$ cat src/hw/tx_iq_pkg.sv
// Widths, register map and types that every design unit of the tx I/Q path imports

package tx_iq_pkg;

  localparam int IQ_WIDTH   = 16; // one I or one Q component
  localparam int FUZZ_WIDTH = 6;  // signed fuzzer tap gain
  localparam int GAIN_WIDTH = 10; // signed baseband gain
  localparam int GAIN_SHIFT = 7;  // applied after the gain multiply

  // q in the upper half, i in the lower half
  typedef struct packed {
    logic signed [IQ_WIDTH-1:0] q;
    logic signed [IQ_WIDTH-1:0] i;
  } iq_pack_t;

  // software register map
  typedef enum logic [4:0] {
    REG_CTRL    = 5'd0, // bit 0 arbitrary mode, bit 1 trigger level
    REG_ARB_IQ  = 5'd1, // each write pushes one sample
    REG_BB_GAIN = 5'd2,
    REG_FUZZ    = 5'd3, // gain1 [5:0], rot1 [6], gain2 [13:8], rot2 [14]
    REG_HOLD_TH = 5'd4  // 10 bit threshold
  } reg_addr_e;

  // arbitrary i/q playback
  typedef enum logic {
    ARB_IDLE = 1'b0,
    ARB_PLAY = 1'b1
  } arb_state_e;

endpackage

$ cat src/hw/tx_iq_cfg_if.sv
// Configuration bundle from the register block to the tx I/Q datapath, connected in the top level

`timescale 1ns/1ns

interface tx_iq_cfg_if;
  import tx_iq_pkg::*;

  logic signed [GAIN_WIDTH-1:0] bb_gain;
  logic signed [FUZZ_WIDTH-1:0] fuzz_gain1;
  logic                         fuzz_rot1;
  logic signed [FUZZ_WIDTH-1:0] fuzz_gain2;
  logic                         fuzz_rot2;
  logic [9:0]                   hold_threshold;
  logic                         arb_mode;
  logic                         arb_trigger;
  logic                         arb_push; // one cycle per software sample
  iq_pack_t                     arb_data; // valid with arb_push

  modport regs (
    output bb_gain, fuzz_gain1, fuzz_rot1, fuzz_gain2, fuzz_rot2,
    output hold_threshold, arb_mode, arb_trigger, arb_push, arb_data
  );

  modport datapath (
    input bb_gain, fuzz_gain1, fuzz_rot1, fuzz_gain2, fuzz_rot2,
    input hold_threshold, arb_mode, arb_trigger, arb_push, arb_data
  );

endinterface

$ cat src/hw/tx_iq_regs.sv
// Register block that turns software writes into tx I/Q configuration and arbitrary sample pushes

`timescale 1ns/1ns

module tx_iq_regs (
  input  logic                 clk,
  input  logic                 rstn,
  input  logic                 reg_wren,
  input  tx_iq_pkg::reg_addr_e reg_addr,
  input  logic [31:0]          reg_wdata,
  tx_iq_cfg_if.regs            cfg
);
  import tx_iq_pkg::*;

  logic arb_wr; // software write to the sample port

  assign arb_wr = reg_wren && (reg_addr == REG_ARB_IQ);

  // held configuration fields
  always_ff @(posedge clk) begin
    if (!rstn) begin
      cfg.bb_gain        <= '0;
      cfg.fuzz_gain1     <= '0;
      cfg.fuzz_rot1      <= 1'b0;
      cfg.fuzz_gain2     <= '0;
      cfg.fuzz_rot2      <= 1'b0;
      cfg.hold_threshold <= '0;
      cfg.arb_mode       <= 1'b0;
      cfg.arb_trigger    <= 1'b0;
    end else if (reg_wren) begin
      case (reg_addr)
        REG_CTRL: begin
          cfg.arb_mode    <= reg_wdata[0];
          cfg.arb_trigger <= reg_wdata[1]; // level, edge is found downstream
        end
        REG_BB_GAIN: begin
          cfg.bb_gain <= reg_wdata[GAIN_WIDTH-1:0];
        end
        REG_FUZZ: begin
          cfg.fuzz_gain1 <= reg_wdata[FUZZ_WIDTH-1:0];
          cfg.fuzz_rot1  <= reg_wdata[6];
          cfg.fuzz_gain2 <= reg_wdata[8 +: FUZZ_WIDTH];
          cfg.fuzz_rot2  <= reg_wdata[14];
        end
        REG_HOLD_TH: begin
          cfg.hold_threshold <= reg_wdata[9:0];
        end
        default: ; // REG_ARB_IQ handled below, others ignored
      endcase
    end
  end

  // push strobe lands one cycle after the write
  always_ff @(posedge clk) begin
    if (!rstn) begin
      cfg.arb_push <= 1'b0;
    end else begin
      cfg.arb_push <= arb_wr;
    end
  end

  always_ff @(posedge clk) begin
    if (arb_wr) begin
      cfg.arb_data <= reg_wdata; // q in [31:16], i in [15:0]
    end
  end

  // software must space its sample writes, each push is a single pulse
  a_push_single: assert property (
    @(posedge clk) disable iff (!rstn)
    cfg.arb_push |=> !cfg.arb_push
  ) else $error("arb_push held for two cycles");

endmodule

$ cat src/flat_wrapper.sv
// flat-port wrapper written by rule: the top's interface ports become plain ports
module tx_iq_regs_flat import tx_iq_pkg::*;
  (clk, rstn, reg_wren, reg_addr, reg_wdata, cfg_bb_gain, cfg_fuzz_gain1, cfg_fuzz_rot1, cfg_fuzz_gain2, cfg_fuzz_rot2, cfg_hold_threshold, cfg_arb_mode, cfg_arb_trigger, cfg_arb_push, cfg_arb_data);
  tx_iq_cfg_if cfg_i ();
  input  logic clk;
  input  logic rstn;
  input  logic reg_wren;
  input  tx_iq_pkg::reg_addr_e reg_addr;
  input  logic [31:0] reg_wdata;
  output wire logic [$bits(cfg_i.bb_gain)-1:0] cfg_bb_gain;
  output wire logic [$bits(cfg_i.fuzz_gain1)-1:0] cfg_fuzz_gain1;
  output wire logic [$bits(cfg_i.fuzz_rot1)-1:0] cfg_fuzz_rot1;
  output wire logic [$bits(cfg_i.fuzz_gain2)-1:0] cfg_fuzz_gain2;
  output wire logic [$bits(cfg_i.fuzz_rot2)-1:0] cfg_fuzz_rot2;
  output wire logic [$bits(cfg_i.hold_threshold)-1:0] cfg_hold_threshold;
  output wire logic [$bits(cfg_i.arb_mode)-1:0] cfg_arb_mode;
  output wire logic [$bits(cfg_i.arb_trigger)-1:0] cfg_arb_trigger;
  output wire logic [$bits(cfg_i.arb_push)-1:0] cfg_arb_push;
  output wire logic [$bits(cfg_i.arb_data)-1:0] cfg_arb_data;
  assign cfg_bb_gain = cfg_i.bb_gain;
  assign cfg_fuzz_gain1 = cfg_i.fuzz_gain1;
  assign cfg_fuzz_rot1 = cfg_i.fuzz_rot1;
  assign cfg_fuzz_gain2 = cfg_i.fuzz_gain2;
  assign cfg_fuzz_rot2 = cfg_i.fuzz_rot2;
  assign cfg_hold_threshold = cfg_i.hold_threshold;
  assign cfg_arb_mode = cfg_i.arb_mode;
  assign cfg_arb_trigger = cfg_i.arb_trigger;
  assign cfg_arb_push = cfg_i.arb_push;
  assign cfg_arb_data = cfg_i.arb_data;
  tx_iq_regs u_core (.clk(clk), .rstn(rstn), .reg_wren(reg_wren), .reg_addr(reg_addr), .reg_wdata(reg_wdata), .cfg(cfg_i));
endmodule
$ cat config.mk
export PLATFORM = sky130hd
export DESIGN_NAME = tx_iq_regs_flat
export DESIGN_NICKNAME = d
export VERILOG_FILES = /design/src/hw/tx_iq_pkg.sv /design/src/hw/tx_iq_cfg_if.sv /design/src/hw/tx_iq_regs.sv /design/src/flat_wrapper.sv
export SDC_FILE = /design/constraint.sdc
export NUM_CORES = 1
export LEC_CHECK = 0
export ABC_CLOCK_PERIOD_IN_PS = 2700
export BUFFER_PORTS_ARGS = -buffer_cell sky130_fd_sc_hd__buf_2
export CAP_MARGIN = 20
export CORE_MARGIN = 2
export CORE_UTILIZATION = 46
export CTS_BUF_LIST = sky130_fd_sc_hd__clkbuf_16
export DETAILED_ROUTE_END_ITERATION = 6
export GPL_ROUTABILITY_DRIVEN = 0
export HOLD_SLACK_MARGIN = 0.12
export PLACE_DENSITY = 0.79
export SYNTH_ARGS = -nofsm -noshare
export SYNTH_HDL_FRONTEND = slang
export SYNTH_SLANG_ARGS = --single-unit
export TNS_END_PERCENT = 100
$ cat constraint.sdc
create_clock -name clk -period 2.7 [get_ports clk]
set_input_delay 0.54 -clock clk [delete_from_list [all_inputs] [get_ports clk]]
set_output_delay 0.54 -clock clk [all_outputs]
set_load 0.05 [all_outputs]
==> reports/qor.csv <==
metric,value,unit
Startpoint Class,input pin,
Hold Path Class,input pin to flop,
largest net degree at the start of global routing,49,
CP Depth,5,
number of global-route vias before repair,1629,
Synth top area share,40.1,%
Post-route DRC,0,
GRT Total Usage,18.2,%
core region area,5070,sq um
Max Clock Skew,0,ns
dominant cells by area after synthesis,"edfxtp_1 (40%), dfxtp_1 (31%), mux2i_1 (15%)",
# clock sinks,69,
area grow syn2layout,37.6,%
Routed Antenna Nets,0,
fraction of layout cells with a size suffix above 1,44.6,%
Crit path buffers/inverters,2,
nature of the critical path endpoint,flop,
post-synthesis net count,215,
slew at the pin closest to its max-slew limit,0.818,ns
pwr/cell area,715,nW/um^2
Finished Cell Area,3300,sq um
Die Height,76.2,microns
PostCTS Resize Cnt,0,
vias per inst,4.76,
clk_lat worst skew,0.32,ns
syn_area_per_cell,13.7,sq um
"Reg clk slew, reported paths",0.06,ns
worst r2r path cells,2,
die width,76.2,microns
Synth Instances,175,
Max Cap Viol,0,
min Tclk post-route,1.76,ns
outcome,"complete, no violations",
"Cell Area, Placed",2990,sq um
CP peak stage delay,0.38,ns
Max clock buf depth,2,
Crit path max-delay family,simple AND/OR/NAND/NOR gates,
Fin. Hold Viols,0,
"commonest non-fill, non-tap cells in the layout","buf_2 (108), nand2_1 (52), dfxtp_1 (37), mux2i_1 (36), edfxtp_1 (32)",
row cnt,26,
Slowest cell on crit path,buf_4,
Pre-Repair DR Iteration Count,4,
setup TNS,0,ns
clk root buf,clkbuf_16,
leading area contributor after synthesis,edfxtp_1,
synthesis-stage register bit count,69,
htree depth,3,
mapped cell area,2390,sq um
Fillers,399,
Setup Crit Path Kind,input pin to flop,
Final Slew Violations,0,
Slew HR,45.4,%
Seq. cell area,1700,sq um
Overflow after GRT,0,
Post-CTS Setup Inserts,0,
"commonest non-fill, non-tap cell in the layout",buf_2,
Post-layout nets,329,
via count,1732,
"Cell Chain, Critical Path","buf_2, nor4b_4, nor2b_1, and2_1, buf_4",
drt wl/cell,14.0,microns
CTS Hold Bufs,0,
initial DRC count,66,
# IOs,109,
initial core utilization,47.2,%
detailed placer's ending HPWL,3.53,mm
register area share after synthesis,71.1,%
WL final,5.08,mm
Total Die Area,5800,sq um
first-pass GRT wire length,8.11,mm
number of warnings issued by yosys,0,
IO Port Bufs,108,
ant diodes,0,
WP data required,2.67,ns
# setup viols final,0,
FMAX,567,MHz
CTS tree,yes,
unrepaired setup endpoints after global routing,no,
crit share post-route,65.3,%
hold path depth,1,
initial antenna violation count,0,
count of cell types in the netlist,16,
Num CTS Buffers,9,
critical-path maximum fanout,32,
area of the multi-input gates,634,sq um
Peak VDD IR,0.385,mV
LEAKAGE,1.57,nW
worst path arrival time,1.73,ns
[cell type report]
type,count,area share [%]
multi-input combinational,97,19.2
clock buffer,9,6.83
timing repair buffer,112,17.3
tap,70,2.66
sequential,69,51.6
clock inverter,7,2.32
[synth_stat cells, drive strengths merged]
master	number
nand2	53
dfxtp	37
mux2i	36
edfxtp	32
clkbuf	6
buf	3
and3	2
and2	1
and4bb	1
nand3b	1
nor2	1
nor2b	1
nor4b	1
[registers in the layout, summed over array words and instances (netlist names), 6 cells and up]
name and cells:
u_core.cfg.arb_data 32, u_core.cfg.bb_gain 10, u_core.cfg.fuzz_gain1 6, u_core.cfg.fuzz_gain2 6
u_core.cfg.hold_threshold 10
[logic make-up after synthesis]
family / share of synthesized area, %
buffers and inverters: 2.46
AND/OR/NAND/NOR: 11.4
flip-flops: 71.1
multiplexers: 15.0
[where the power goes]
group          internal [mW]  total, mW  leakage [nW]  switching, mW
Sequential              1.10       1.11         0.587        0.00308
Combinational         0.0371      0.113         0.843         0.0756
Clock                  0.716       1.14         0.142          0.423
[layer usage]
layer | vias up | part of all wire (%) | global-route usage, %
met5 | - | 0 | 0
met4 | 0 | 1.1 | 6.55
met3 | 7 | 7.6 | 6.04
met2 | 80 | 46 | 28.6
met1 | 808 | 45 | 23.7
li1 | 837 | - | -
[per-stage QoR]
stage	total power, mW	util, %	hold WS (ns)	instances	setup WS (ns)
after floorplan	1.19	-	0.639	175	0.489
after global placement	1.24	59.0	0.440	348	0.689
after detailed placement	1.24	59.0	0.446	348	0.652
after global routing	2.45	64.9	0.380	364	0.823
final	2.36	64.9	0.394	364	0.937
after CTS	2.38	64.9	0.388	364	0.939
[path summary, 6_finish.rpt]
check,from,endpoint,slack (ns)
worst max-delay path,reg_addr[4],u_core.cfg.arb_data[9]$_DFFE_PP_,0.94
worst min-delay path,reg_wdata[18],u_core.cfg.arb_data[18]$_DFFE_PP_,0.39
worst min register to register,u_core.cfg.fuzz_gain2[1]$_SDFFE_PN0P_,u_core.cfg.fuzz_gain2[1]$_SDFFE_PN0P_,0.45
worst max register to register,u_core.cfg.bb_gain[1]$_SDFFE_PN0P_,u_core.cfg.bb_gain[1]$_SDFFE_PN0P_,2.06
(Power assumes the default switching activity.)
